$ cat src/msx_pkg.sv
package msx_pkg;

    // Address split used by the mappers
    localparam int PAGE_16K_W    = 14;      // Linear ROM/RAM page size, log2
    localparam int BANK_8K_W     = 13;      // ASCII8 bank size, log2
    localparam int ASCII8_BANKS  = 4;       // Bank registers per cart
    localparam int LOOKUP_ADDR_W = 27;      // Base address width in lookup entries

    localparam logic [7:0] UNMAPPED_DATA = 8'hFF;  // Open bus value

    // Mapper kind of a slot block
    typedef enum logic [2:0] {
        MAP_NONE   = 3'd0,
        MAP_ROM    = 3'd1,
        MAP_RAM    = 3'd2,
        MAP_ASCII8 = 3'd3,
        MAP_DEVICE = 3'd4
    } mapper_e;

    // Memory view of the block payload
    typedef struct packed {
        logic [3:0] ref_ram;     // RAM lookup index
        logic [1:0] ref_sram;    // SRAM lookup index
        logic [1:0] offset_ram;  // First 16 KB page inside the RAM entry
        logic       cart_num;    // Bank register set
        logic [3:0] reserved;
    } block_mem_t;

    // Device view of the block payload
    typedef struct packed {
        logic [3:0] device_num;
        logic [8:0] reserved;
    } block_dev_t;

    // Same 13 bits, meaning set by the mapper kind
    typedef union packed {
        block_mem_t mem;
        block_dev_t dev;
    } block_payload_u;

    // One slot layout word
    typedef struct packed {
        mapper_e        kind;
        block_payload_u payload;
    } block_t;

    typedef struct packed {
        logic [LOOKUP_ADDR_W-1:0] addr;  // Base address
        logic [15:0]              size;  // In 16 KB blocks
        logic                     ro;    // Write protect
    } lookup_ram_t;

    typedef struct packed {
        logic [LOOKUP_ADDR_W-1:0] addr;  // Base address
        logic [15:0]              size;  // In bytes
    } lookup_sram_t;

endpackage

$ cat src/msx_mappers.sv
`timescale 1ns/1ps

module msx_mappers import msx_pkg::*; #(
    parameter int ADDR_W = 27
) (
    input  logic              clk,
    input  logic              rst,
    input  logic [15:0]       addr,          // CPU address
    input  logic [7:0]        cpu_din,       // CPU write data
    input  logic              rd,
    input  logic              wr,
    input  block_t            active_block,
    input  logic [15:0]       ram_blocks,    // ROM/RAM size in 16 KB blocks
    input  logic [15:0]       sram_size,     // SRAM size in bytes
    output logic [ADDR_W-1:0] mem_offset,    // Block relative offset
    output logic              ram_cs,
    output logic              sram_cs,
    output logic              mem_rnw,
    output logic              dev_cs,
    output logic [3:0]        dev_num
);

    block_mem_t        mem_view;
    logic [ADDR_W-1:0] rom_mask;
    logic [ADDR_W-1:0] sram_mask;
    logic [ADDR_W-1:0] linear_offset;
    logic [ADDR_W-1:0] bank_offset;
    logic [7:0]        bank_regs [2][ASCII8_BANKS];  // Per cart bank registers
    logic [1:0]        bank_sel;
    logic [7:0]        bank_val;
    logic              in_window;
    logic              reg_wr;
    logic              sram_hit;

    assign mem_view = active_block.payload.mem;

    // Sizes are powers of two so size minus one is the mask
    assign rom_mask  = (ADDR_W'(ram_blocks) << PAGE_16K_W) - ADDR_W'(1);
    assign sram_mask = ADDR_W'(sram_size) - ADDR_W'(1);

    // Linear ROM/RAM starting at the configured page
    assign linear_offset = ((ADDR_W'(mem_view.offset_ram) << PAGE_16K_W) + ADDR_W'(addr))
                           & rom_mask;

    // ASCII8 window 4000-BFFF in four 8 KB banks
    assign in_window = (addr[15:14] == 2'b01) || (addr[15:14] == 2'b10);
    assign bank_sel  = {addr[15], addr[13]};       // (addr - 4000) / 8 KB
    assign bank_val  = bank_regs[mem_view.cart_num][bank_sel];
    assign sram_hit  = in_window && addr[15] && bank_val[7];  // Upper half only
    assign bank_offset = ((ADDR_W'(bank_val) << BANK_8K_W) + ADDR_W'(addr[12:0]))
                         & rom_mask;

    // Register writes at 6000-7FFF, 2 KB per bank
    assign reg_wr = wr && (active_block.kind == MAP_ASCII8) && (addr[15:13] == 3'b011);

    always_ff @(posedge clk) begin
        if (rst) begin
            for (int c = 0; c < 2; c++) begin
                for (int b = 0; b < ASCII8_BANKS; b++) begin
                    bank_regs[c][b] <= '0;
                end
            end
        end else if (reg_wr) begin
            bank_regs[mem_view.cart_num][addr[12:11]] <= cpu_din;
        end
    end

    // Request generation per mapper kind
    always_comb begin
        mem_offset = '0;
        ram_cs     = 1'b0;
        sram_cs    = 1'b0;
        mem_rnw    = 1'b1;      // Read unless a write is allowed
        dev_cs     = 1'b0;
        case (active_block.kind)
            MAP_ROM: begin
                ram_cs     = rd;            // Writes dropped
                mem_offset = linear_offset;
            end
            MAP_RAM: begin
                ram_cs     = rd | wr;       // Read-only entries handled later
                mem_rnw    = ~wr;
                mem_offset = linear_offset;
            end
            MAP_ASCII8: begin
                if (sram_hit) begin
                    sram_cs    = rd | wr;
                    mem_rnw    = ~wr;
                    mem_offset = ADDR_W'(addr) & sram_mask;
                end else if (in_window) begin
                    ram_cs     = rd;        // Register writes make no request
                    mem_offset = bank_offset;
                end
            end
            MAP_DEVICE: begin
                dev_cs = rd | wr;
            end
            default: begin
            end
        endcase
    end

    // Device view of the payload
    assign dev_num = (active_block.kind == MAP_DEVICE) ? active_block.payload.dev.device_num
                                                       : 4'd0;

endmodule

$ cat src/msx_slot_top.sv
`timescale 1ns/1ps

module msx_slot_top import msx_pkg::*; #(
    parameter int ADDR_W = 27
) (
    input  logic               clk,
    input  logic               rst,
    input  logic [15:0]        addr,          // CPU address
    input  logic [7:0]         cpu_din,
    input  logic               rd,
    input  logic               wr,
    output logic [7:0]         data,          // CPU read data
    input  logic [1:0]         active_slot,
    input  block_t [3:0]       slot_layout,
    input  lookup_ram_t [15:0] ram_table,
    input  lookup_sram_t [3:0] sram_table,
    output logic [ADDR_W-1:0]  ram_addr,      // SDRAM side
    output logic [7:0]         ram_din,
    output logic               ram_rnw,
    output logic               sdram_ce,
    input  logic [7:0]         ram_dout,
    output logic               dev_cs,        // Device side
    output logic [3:0]         dev_num,
    input  logic [7:0]         dev_din
);

    block_t            active_block;
    lookup_ram_t       ram_entry;
    lookup_sram_t      sram_entry;
    logic [ADDR_W-1:0] mem_offset;
    logic              ram_cs;
    logic              sram_cs;
    logic              mem_rnw;

    slot_decode decode_i (
        .active_slot  (active_slot),
        .slot_layout  (slot_layout),
        .ram_table    (ram_table),
        .sram_table   (sram_table),
        .active_block (active_block),
        .ram_entry    (ram_entry),
        .sram_entry   (sram_entry)
    );

    msx_mappers #(.ADDR_W(ADDR_W)) mappers_i (
        .clk          (clk),
        .rst          (rst),
        .addr         (addr),
        .cpu_din      (cpu_din),
        .rd           (rd),
        .wr           (wr),
        .active_block (active_block),
        .ram_blocks   (ram_entry.size),     // Sizes only, bases added later
        .sram_size    (sram_entry.size),
        .mem_offset   (mem_offset),
        .ram_cs       (ram_cs),
        .sram_cs      (sram_cs),
        .mem_rnw      (mem_rnw),
        .dev_cs       (dev_cs),
        .dev_num      (dev_num)
    );

    msx_slots #(.ADDR_W(ADDR_W)) slots_i (
        .cpu_din      (cpu_din),
        .ram_entry    (ram_entry),
        .sram_entry   (sram_entry),
        .mem_offset   (mem_offset),
        .ram_cs       (ram_cs),
        .sram_cs      (sram_cs),
        .mem_rnw      (mem_rnw),
        .dev_cs       (dev_cs),
        .ram_dout     (ram_dout),
        .dev_din      (dev_din),
        .ram_addr     (ram_addr),
        .ram_din      (ram_din),
        .ram_rnw      (ram_rnw),
        .sdram_ce     (sdram_ce),
        .data         (data)
    );

endmodule

$ cat src/msx_slots.sv
`timescale 1ns/1ps

module msx_slots import msx_pkg::*; #(
    parameter int ADDR_W = 27
) (
    input  logic [7:0]        cpu_din,      // CPU write data
    input  lookup_ram_t       ram_entry,    // Active RAM/ROM region
    input  lookup_sram_t      sram_entry,   // Active SRAM region
    input  logic [ADDR_W-1:0] mem_offset,   // From the mapper
    input  logic              ram_cs,
    input  logic              sram_cs,
    input  logic              mem_rnw,
    input  logic              dev_cs,
    input  logic [7:0]        ram_dout,     // SDRAM read data
    input  logic [7:0]        dev_din,      // Device read data
    output logic [ADDR_W-1:0] ram_addr,
    output logic [7:0]        ram_din,
    output logic              ram_rnw,
    output logic              sdram_ce,
    output logic [7:0]        data          // Back to the CPU
);

    logic [ADDR_W-1:0] base_addr;
    logic              write_protect;

    // Region base
    always_comb begin
        if (sram_cs) begin
            base_addr = ADDR_W'(sram_entry.addr);
        end else begin
            base_addr = ADDR_W'(ram_entry.addr);
        end
    end

    assign ram_addr = base_addr + mem_offset;
    assign ram_din  = cpu_din;              // Write data straight from the CPU

    // One chip enable for both regions
    assign sdram_ce = ram_cs | sram_cs;

    // Protected RAM turns a write into a read
    assign write_protect = ram_cs & ram_entry.ro;
    assign ram_rnw       = mem_rnw | write_protect;

    // Read data return
    always_comb begin
        if (sdram_ce) begin
            data = ram_dout;
        end else if (dev_cs) begin
            data = dev_din;
        end else begin
            data = UNMAPPED_DATA;           // Nothing selected
        end
    end

endmodule

$ cat src/slot_decode.sv
`timescale 1ns/1ps

module slot_decode import msx_pkg::*; (
    input  logic [1:0]           active_slot,   // Primary slot seen by the CPU
    input  block_t [3:0]         slot_layout,   // One layout word per slot
    input  lookup_ram_t [15:0]   ram_table,     // RAM/ROM regions
    input  lookup_sram_t [3:0]   sram_table,    // Battery backed regions
    output block_t               active_block,
    output lookup_ram_t          ram_entry,
    output lookup_sram_t         sram_entry
);

    block_t     sel_block;   // Layout word of the active slot
    block_mem_t mem_view;    // Payload read as a memory block
    logic       uses_tables; // Kind that needs lookup entries

    // Slot select
    assign sel_block = slot_layout[active_slot];

    // Memory view of the payload
    // Device blocks never come through here in a meaningful way
    assign mem_view = sel_block.payload.mem;

    // Only memory mapped kinds index the lookup tables
    always_comb begin
        case (sel_block.kind)
            MAP_ROM,
            MAP_RAM,
            MAP_ASCII8: uses_tables = 1'b1;
            default:    uses_tables = 1'b0;
        endcase
    end

    // RAM entry lookup
    always_comb begin
        if (uses_tables) begin
            ram_entry = ram_table[mem_view.ref_ram];
        end else begin
            ram_entry = '0;     // Keeps unused entry quiet
        end
    end

    // SRAM entry lookup
    always_comb begin
        if (uses_tables) begin
            sram_entry = sram_table[mem_view.ref_sram];
        end else begin
            sram_entry = '0;
        end
    end

    // Block word goes on unchanged to the mappers
    assign active_block = sel_block;

endmodule
$ cat config.mk
export PLATFORM = sky130hd
export DESIGN_NAME = msx_slot_top
export DESIGN_NICKNAME = d
export VERILOG_FILES = /design/src/msx_pkg.sv /design/src/msx_mappers.sv /design/src/msx_slot_top.sv /design/src/msx_slots.sv /design/src/slot_decode.sv
export SDC_FILE = /design/constraint.sdc
export NUM_CORES = 1
export LEC_CHECK = 0
export BUFFER_PORTS_ARGS = -buffer_cell sky130_fd_sc_hd__clkbuf_2
export CORE_AREA = 4 4 403 405
export DETAILED_ROUTE_END_ITERATION = 12
export DIE_AREA = 0 0 407 409
export GPL_ROUTABILITY_DRIVEN = 1
export PLACE_DENSITY_LB_ADDON = 0.1
export SLEW_MARGIN = 20
export SYNTH_ARGS = -nofsm -noshare
export SYNTH_HDL_FRONTEND = slang
export SYNTH_SLANG_ARGS = --single-unit
$ cat constraint.sdc
create_clock -name clk -period 17.1 [get_ports clk]
set_input_delay 1.71 -clock clk [delete_from_list [all_inputs] [get_ports clk]]
set_output_delay 1.71 -clock clk [all_outputs]
set_load 0.005 [all_outputs]
==> results of run 1 <==
[worst max-delay path, cell delays in order]
cell,delay (ns)
sky130_fd_sc_hd__clkbuf_2,0.31
sky130_fd_sc_hd__mux4_4,0.86
sky130_fd_sc_hd__buf_12,0.50
sky130_fd_sc_hd__buf_4,0.75
sky130_fd_sc_hd__mux4_2,0.63
sky130_fd_sc_hd__nand2_1,0.19
sky130_fd_sc_hd__nand3_1,0.11
sky130_fd_sc_hd__nand3_1,0.34
sky130_fd_sc_hd__a21oi_1,0.25
sky130_fd_sc_hd__ha_1,0.40
sky130_fd_sc_hd__and3_1,0.19
sky130_fd_sc_hd__o21a_1,0.12
sky130_fd_sc_hd__a22oi_1,0.10
sky130_fd_sc_hd__o21ai_0,0.52
sky130_fd_sc_hd__o31ai_1,0.22
sky130_fd_sc_hd__a311oi_1,0.78
sky130_fd_sc_hd__a211oi_1,0.35
sky130_fd_sc_hd__nor4_2,0.37
sky130_fd_sc_hd__xor2_1,0.16
sky130_fd_sc_hd__clkbuf_2,0.21
[cells by family after synthesis]
kind of cell    after synthesis  share of synthesized area, %
xor+xnor                     37                         2.945
fa+ha+maj                    27                         3.207
buf+inv                     118                         4.810
simple gates                410                         17.08
flops                        64                         17.47
compound gates              163                         9.279
mux                         251                         45.21
[routing by layer]
layer,wire [µm],GRT usage [%],vias to the layer above
met3,8708,3.564,97
met4,2163,2.273,30
met2,49410,20.21,621
met5,195,0.3509,-
met1,40060,13.58,6496
li1,-,-,5828
[metrics by stage]
step / area [µm²] / hold WS [ns] / setup slack, ns / power, mW
global route: 18010 / 1.772 / 5.363 / 1.084
finish: 18030 / 1.743 / 5.990 / 1.006
global placement: 17700 / 2.087 / 5.641 / 0.8473
floorplan: 11000 / 1.908 / 8.688 / 0.5119
CTS: 18000 / 1.755 / 5.672 / 1.046
detailed placement: 17700 / 2.099 / 5.666 / 0.8492
[final timing paths]
check | start | endpoint | slack [ns] | cells after the start
hold / removal | cpu_din[3] | mappers_i.bank_regs[0][3]$_SDFFCE_PN0P_ | 1.74 | 2
setup / recovery | active_slot[0] | ram_addr[26] | 5.99 | 20
[where the power goes]
| part | total (mW) | internal (mW) | switching (mW) | leakage [nW] |
|---|---|---|---|---|
| sequential | 0.182 | 0.180 | 0.00205 | 0.607 |
| clock | 0.193 | 0.126 | 0.0675 | 0.147 |
| combinational | 0.630 | 0.272 | 0.358 | 6.98 |
| total | 1.01 | 0.578 | 0.428 | 7.73 |
[cell usage in the layout, fill, tap and decap left out, types with 7 or more instances in the layout]
| cell | netlist | layout |
|---|---|---|
| sky130_fd_sc_hd__a21oi_1 | 59 | 59 |
| sky130_fd_sc_hd__edfxtp_1 | 64 | 64 |
| sky130_fd_sc_hd__o22a_1 | 8 | 8 |
| sky130_fd_sc_hd__clkbuf_16 | 0 | 9 |
| sky130_fd_sc_hd__or2_2 | 7 | 7 |
| sky130_fd_sc_hd__o21ai_0 | 27 | 26 |
| sky130_fd_sc_hd__o21ai_1 | 7 | 7 |
| sky130_fd_sc_hd__xor2_1 | 13 | 13 |
| sky130_fd_sc_hd__nor2_1 | 65 | 65 |
| sky130_fd_sc_hd__inv_1 | 16 | 14 |
| sky130_fd_sc_hd__a211oi_1 | 16 | 16 |
| sky130_fd_sc_hd__o22ai_1 | 7 | 7 |
| sky130_fd_sc_hd__and3_1 | 18 | 18 |
| sky130_fd_sc_hd__clkbuf_2 | 0 | 875 |
| sky130_fd_sc_hd__diode_2 | 0 | 9 |
| sky130_fd_sc_hd__nor2b_1 | 11 | 10 |
| sky130_fd_sc_hd__ha_1 | 25 | 25 |
| sky130_fd_sc_hd__nand2_1 | 177 | 177 |
| sky130_fd_sc_hd__and2_1 | 28 | 28 |
| sky130_fd_sc_hd__nand3_1 | 73 | 73 |
| sky130_fd_sc_hd__mux4_2 | 194 | 189 |
| sky130_fd_sc_hd__mux2i_1 | 50 | 50 |
| sky130_fd_sc_hd__xnor2_1 | 24 | 24 |
| sky130_fd_sc_hd__buf_4 | 9 | 14 |
[layout make-up]
cell class | count | area, µm² | share of cell area, %
antenna | 9 | 22.52 | 0.1249
timing repair buffer | 891 | 4524 | 25.10
sequential | 64 | 1922 | 10.66
multi-input combinational | 888 | 8600 | 47.71
tap | 2072 | 2592 | 14.38
clock inverter | 5 | 72.57 | 0.4026
inverter | 17 | 63.81 | 0.3540
clock buffer | 10 | 229.0 | 1.270
==> results.md, run 1 <==
- Top cells by count, synth: 194 x sky130_fd_sc_hd__mux4_2, 177 x sky130_fd_sc_hd__nand2_1, 73 x sky130_fd_sc_hd__nand3_1
- Overflow left after global routing: 0
- GRT Util Overall: 11.45%
- Initial antenna violation count: 54
- Cell leakage power: 7.733 nW
- Vias per cell: 3.304
- Arrival time of the worst setup path: 9.40 ns
- Required time at the worst-slack endpoint: 15.39 ns
- Number of standard-cell rows in the floorplan: 146
- Max capacitance violation total: 0
- Number of violations reported at the end of detailed-routing iteration 0: 664
- Buffers on Ports: 875
- Synth Area per Inst: 10.28 µm²
- Via count of the first global-routing pass: 14464
- Slew HR: 28.49%
- Clk buf depth: 2
- Maximum level of the CTS H-tree: 3
- Path type of the worst min-delay path: in -> reg
- Status: finished, final reports clean
- Critical path startpoint category: input port
- Cell count after placement: 3932
- CP Capture Type: output port
- Number of synthesized flops with an enable pin: 64
- Most common flop cell mapped by yosys: sky130_fd_sc_hd__edfxtp_1
- Worst voltage drop across the vdd grid: 29.08 µV
- Worst slew pin tran: 1.073 ns
- Routability Congestion: 0.7991
- Length of the first detailed-routing pass in iterations: 5
- Async set-or-reset flop fraction in the synthesized netlist: 0%
- Number of filler cells placed in the layout: 18248
- Syn Std Cell Area: 11000 µm²
- Final Setup Violations: 0
- Gates resized, CTS repair: 0
- IO Count: 1036
- Core area: 158400 µm²
- Signed area change from the synthesized netlist to the final layout: 63.83%
- Floorplan die area: 166500 µm²
- Count of unresolved DRC violations after routing: 0
- Ys Warns: 0
- Synth top area cells: sky130_fd_sc_hd__mux4_2 40%, sky130_fd_sc_hd__edfxtp_1 17%, sky130_fd_sc_hd__nand2_1 6.0%
- Number of clock buffers inserted by TritonCTS: 9
- Initial core utilization: 6.947%
- Routed length per instance: 25.41 µm
- Count of cell types in the netlist: 60
- Total via count in the routed design: 13072
- Number of nets with antenna violations after routing: 0
- CTS clk-pin slew, worst paths: 0.05 ns
- Sink count of the clock tree: 64
- Final net count: 2884
- Largest net degree at the start of global routing: 117
- RSZ-0062 raised after global routing: false
- Max-slew violation total from the final report: 0
- Max FFs per register: 64
- Fraction of the core area covered by cells at the end of the flow: 11.38%
- Fin crit share: 64.97%
- Tmin final: 11.11 ns
- Share of cells above drive strength 1: 60.05%
- Cell count after synthesis: 1070
- Total negative setup slack: 0 ns
- Flop and latch count out of synthesis: 64
- Largest registers: mappers_i.bank_regs (64)
- Hold-fix buffer count after cts: 0
- Most flops, register: mappers_i.bank_regs
- Pwr Density: 55.78 nW/µm²
- Highest clock rate: 90.01 MHz
- Classification of the worst setup path: in -> out
- Total detailed-routing wirelength: 100500 µm
- Die width: 407 µm
- Layout Cells excl Fill: 3956
- Final Hold Violating Endpoints: 0
- Chip Height: 409 µm
- Post-synthesis sequential area ratio: 17.47%
- Crit path max fanout: 87
- CTS tree: built
- Wire length of the first global-routing pass: 129200 µm
- Most instantiated library cell after synthesis: sky130_fd_sc_hd__mux4_2
- Portion of synthesized cell area occupied by the leading cell type: 39.71%
- Net count of the mapped netlist: 2083
- HPWL reported at the end of detailed placement: 90460 µm
- Buffer type at the clock tree root: sky130_fd_sc_hd__clkbuf_16
- Cell accounting for the most synthesized area: sky130_fd_sc_hd__mux4_2
- Post-CTS setup buffer count: 0
No activity file was read; power rests on OpenSTA's default activity.
==> run 2, diff against run 1 <==
--- a/config.mk
+++ b/config.mk
@@ -6,9 +6,9 @@
 export NUM_CORES = 1
 export LEC_CHECK = 0
 export BUFFER_PORTS_ARGS = -buffer_cell sky130_fd_sc_hd__clkbuf_2
-export CORE_AREA = 4 4 403 405
+export CORE_AREA = 4 4 399 401
 export DETAILED_ROUTE_END_ITERATION = 12
-export DIE_AREA = 0 0 407 409
+export DIE_AREA = 0 0 403 405
 export GPL_ROUTABILITY_DRIVEN = 1
 export PLACE_DENSITY_LB_ADDON = 0.1
 export SLEW_MARGIN = 20
==> constraint.sdc (replaced) <==
create_clock -name clk -period 9.59 [get_ports clk]
set_input_delay 0.959 -clock clk [delete_from_list [all_inputs] [get_ports clk]]
set_output_delay 0.959 -clock clk [all_outputs]
set_load 0.005 [all_outputs]
==> results.md, run 2 (synthesized netlist as in run 1, its figures left out) <==
- HPWL reported at the end of detailed placement: 89290 µm (-1.3%)
- Buffer type at the clock tree root: sky130_fd_sc_hd__clkbuf_16
- Max capacitance violation total: 0 (unchanged)
- Largest registers: mappers_i.bank_regs (64)
- IO Count: 1036 (unchanged)
- Fraction of the core area covered by cells at the end of the flow: 11.69% (+0.30 points)
- Clk buf depth: 2 (unchanged)
- Critical path startpoint category: input port
- Die width: 403 µm (-0.98%)
- Largest net degree at the start of global routing: 48 (-59%)
- Seq pwr share: 17.9% (-0.2 points)
- Reported net switching power: 774.3 µW (+81%)
- CTS clk-pin slew, worst paths: 0.06 ns (about the same)
- CTS tree: built
- Register area: 1922 µm² (unchanged)
- Post-CTS setup buffer count: 0 (unchanged)
- Share of cells above drive strength 1: 60.50% (+0.44 points)
- Internal power of the cells: 1.042 mW (+80%)
- Number of violations reported at the end of detailed-routing iteration 0: 787 (+19%)
- Maximum level of the CTS H-tree: 3 (unchanged)
- GRT Util Overall: 11.42% (-0.032 points)
- Number of filler cells placed in the layout: 18032 (-1.2%)
- Core area: 155700 µm² (-1.7%)
- Worst slew pin tran: 1.012 ns (-0.06016 ns)
- Sink count of the clock tree: 64 (unchanged)
- Total detailed-routing wirelength: 98210 µm (-2.3%)
- Number of nets with antenna violations after routing: 0 (unchanged)
- Buffers on Ports: 875 (unchanged)
- Commonest non-fill, non-tap cell in the layout: sky130_fd_sc_hd__clkbuf_2
- Total negative setup slack: 0 ns (unchanged)
- Cell leakage power: 7.833 nW (+1.3%)
- Signed area change from the synthesized netlist to the final layout: 65.32%
- Net switching share of the total power: 42.64% (+0.076 points)
- Initial antenna violation count: 49 (-9.3%)
- Pwr Density: 99.83 nW/µm² (+79%)
- Worst voltage drop across the vdd grid: 62.40 µV (+110%)
- Tmin final: 8.502 ns
- Count of unresolved DRC violations after routing: 0 (unchanged)
- Layout Cells excl Fill: 3966 (+0.25%)
- Proportion of power drawn by the clock network: 19.3% (about the same)
- Final net count: 2904 (+0.69%)
- Cell count after placement: 3938 (+0.15%)
- Routed length per instance: 24.76 µm (-2.6%)
- Total via count in the routed design: 13085 (+0.099%)
- Floorplan die area: 163200 µm² (-2.0%)
- Number of clock buffers inserted by TritonCTS: 9 (unchanged)
- Classification of the worst setup path: in -> out
- Required time at the worst-slack endpoint: 8.63 ns (-6.76 ns)
- Length of the first detailed-routing pass in iterations: 5 (unchanged)
- Most flops, register: mappers_i.bank_regs
- Initial core utilization: 7.069% (+0.12 points)
- Final Hold Violating Endpoints: 0 (unchanged)
- Wire length of the first global-routing pass: 126900 µm (-1.8%)
- Area post-placement: 17850 µm² (+0.82%)
- Slew HR: 32.13% (+3.6 points)
- Max-slew violation total from the final report: 0 (unchanged)
- Crit path max fanout: 29 (-67%)
- Routability Congestion: 0.8745 (+9.4%)
- Final Setup Violations: 0 (unchanged)
- Status: finished, final reports clean
- Highest clock rate: 117.6 MHz
- Gates resized, CTS repair: 0 (unchanged)
- Vias per cell: 3.299 (-0.15%)
- Number of standard-cell rows in the floorplan: 145 (-0.68%)
- Arrival time of the worst setup path: 7.54 ns (-1.86 ns)
- Fin crit share: 88.65%
- Logic pwr share: 62.9% (+0.2 points)
- CP Capture Type: output port
- Most used cells in the layout excluding fill and tap cells: 875 x sky130_fd_sc_hd__clkbuf_2, 189 x sky130_fd_sc_hd__mux4_2, 177 x sky130_fd_sc_hd__nand2_1, 73 x sky130_fd_sc_hd__nand3_1, 65 x sky130_fd_sc_hd__nor2_1
- Overflow left after global routing: 0 (unchanged)
- Post-layout instance area: 18190 µm² (+0.91%)
- Chip Height: 405 µm (-0.98%)
- Area of the multi-input gates: 8600 µm² (unchanged)
- Via count of the first global-routing pass: 14351 (-0.78%)
- Max FFs per register: 64 (unchanged)
- RSZ-0062 raised after global routing: false
- Hold-fix buffer count after cts: 0 (unchanged)
- Path type of the worst min-delay path: in -> reg
## run 2: layout make-up
class | instances | share of cell area (%)
diodes | 12 | 0.1651
clock buffers | 10 | 1.259
clock inverters | 6 | 0.4609
inverters | 17 | 0.3508
multi-input cells | 888 | 47.28
flip-flops and latches | 64 | 10.57
well taps | 2058 | 14.16
repair buffers | 911 | 25.77
## run 2: critical path, cell delays in order
cell and delay (ns):
sky130_fd_sc_hd__clkbuf_2 0.37, sky130_fd_sc_hd__buf_4 0.26, sky130_fd_sc_hd__mux4_4 0.92, sky130_fd_sc_hd__buf_4 0.42, sky130_fd_sc_hd__mux4_2 0.54, sky130_fd_sc_hd__nand2_1 0.10, sky130_fd_sc_hd__nand3_1 0.18, sky130_fd_sc_hd__nand3_1 0.38
sky130_fd_sc_hd__a21oi_1 0.14, sky130_fd_sc_hd__ha_1 0.38, sky130_fd_sc_hd__nand2_1 0.10, sky130_fd_sc_hd__o211ai_1 0.21, sky130_fd_sc_hd__a22oi_1 0.16, sky130_fd_sc_hd__o21ai_0 0.52, sky130_fd_sc_hd__o31ai_1 0.20, sky130_fd_sc_hd__a311oi_1 0.52
sky130_fd_sc_hd__a211oi_1 0.15, sky130_fd_sc_hd__buf_4 0.19, sky130_fd_sc_hd__nor4_2 0.30, sky130_fd_sc_hd__xor2_1 0.18, sky130_fd_sc_hd__clkbuf_2 0.24
## run 2: metrics by stage
stage / hold WS, ns / setup WS [ns] / total power [mW]
after detailed placement: 1.353 / 0.8648 / 1.529
after global routing: 1.024 / 0.5751 / 1.954
after CTS: 1.005 / 0.8431 / 1.883
after floorplan: 1.157 / 2.680 / 0.9128
final: 1.002 / 1.088 / 1.816
after global placement: 1.347 / 0.8233 / 1.527
## run 2: worst paths after layout
kind                  cells after the start            from                                       to
worst max-delay path                     21  active_slot[0]                             ram_addr[26]
worst min-delay path                      2      cpu_din[3]  mappers_i.bank_regs[0][3]$_SDFFCE_PN0P_
## run 2: layer usage
layer,global-route usage [%],vias to the layer above,wire [µm]
met5,0,-,179
met4,2.096,28,1168
met3,3.192,68,7420
met2,20.08,599,48880
met1,13.99,6528,40560
li1,-,5862,-
## run 2: power groups by stage
stage | Combinational, mW | Clock [mW] | Sequential (mW)
detailed placement | 1.20 | 0 | 0.331
finish | 1.14 | 0.350 | 0.325
floorplan | 0.584 | 0 | 0.329
global route | 1.26 | 0.369 | 0.326
global placement | 1.20 | 0 | 0.330
CTS | 1.20 | 0.356 | 0.325
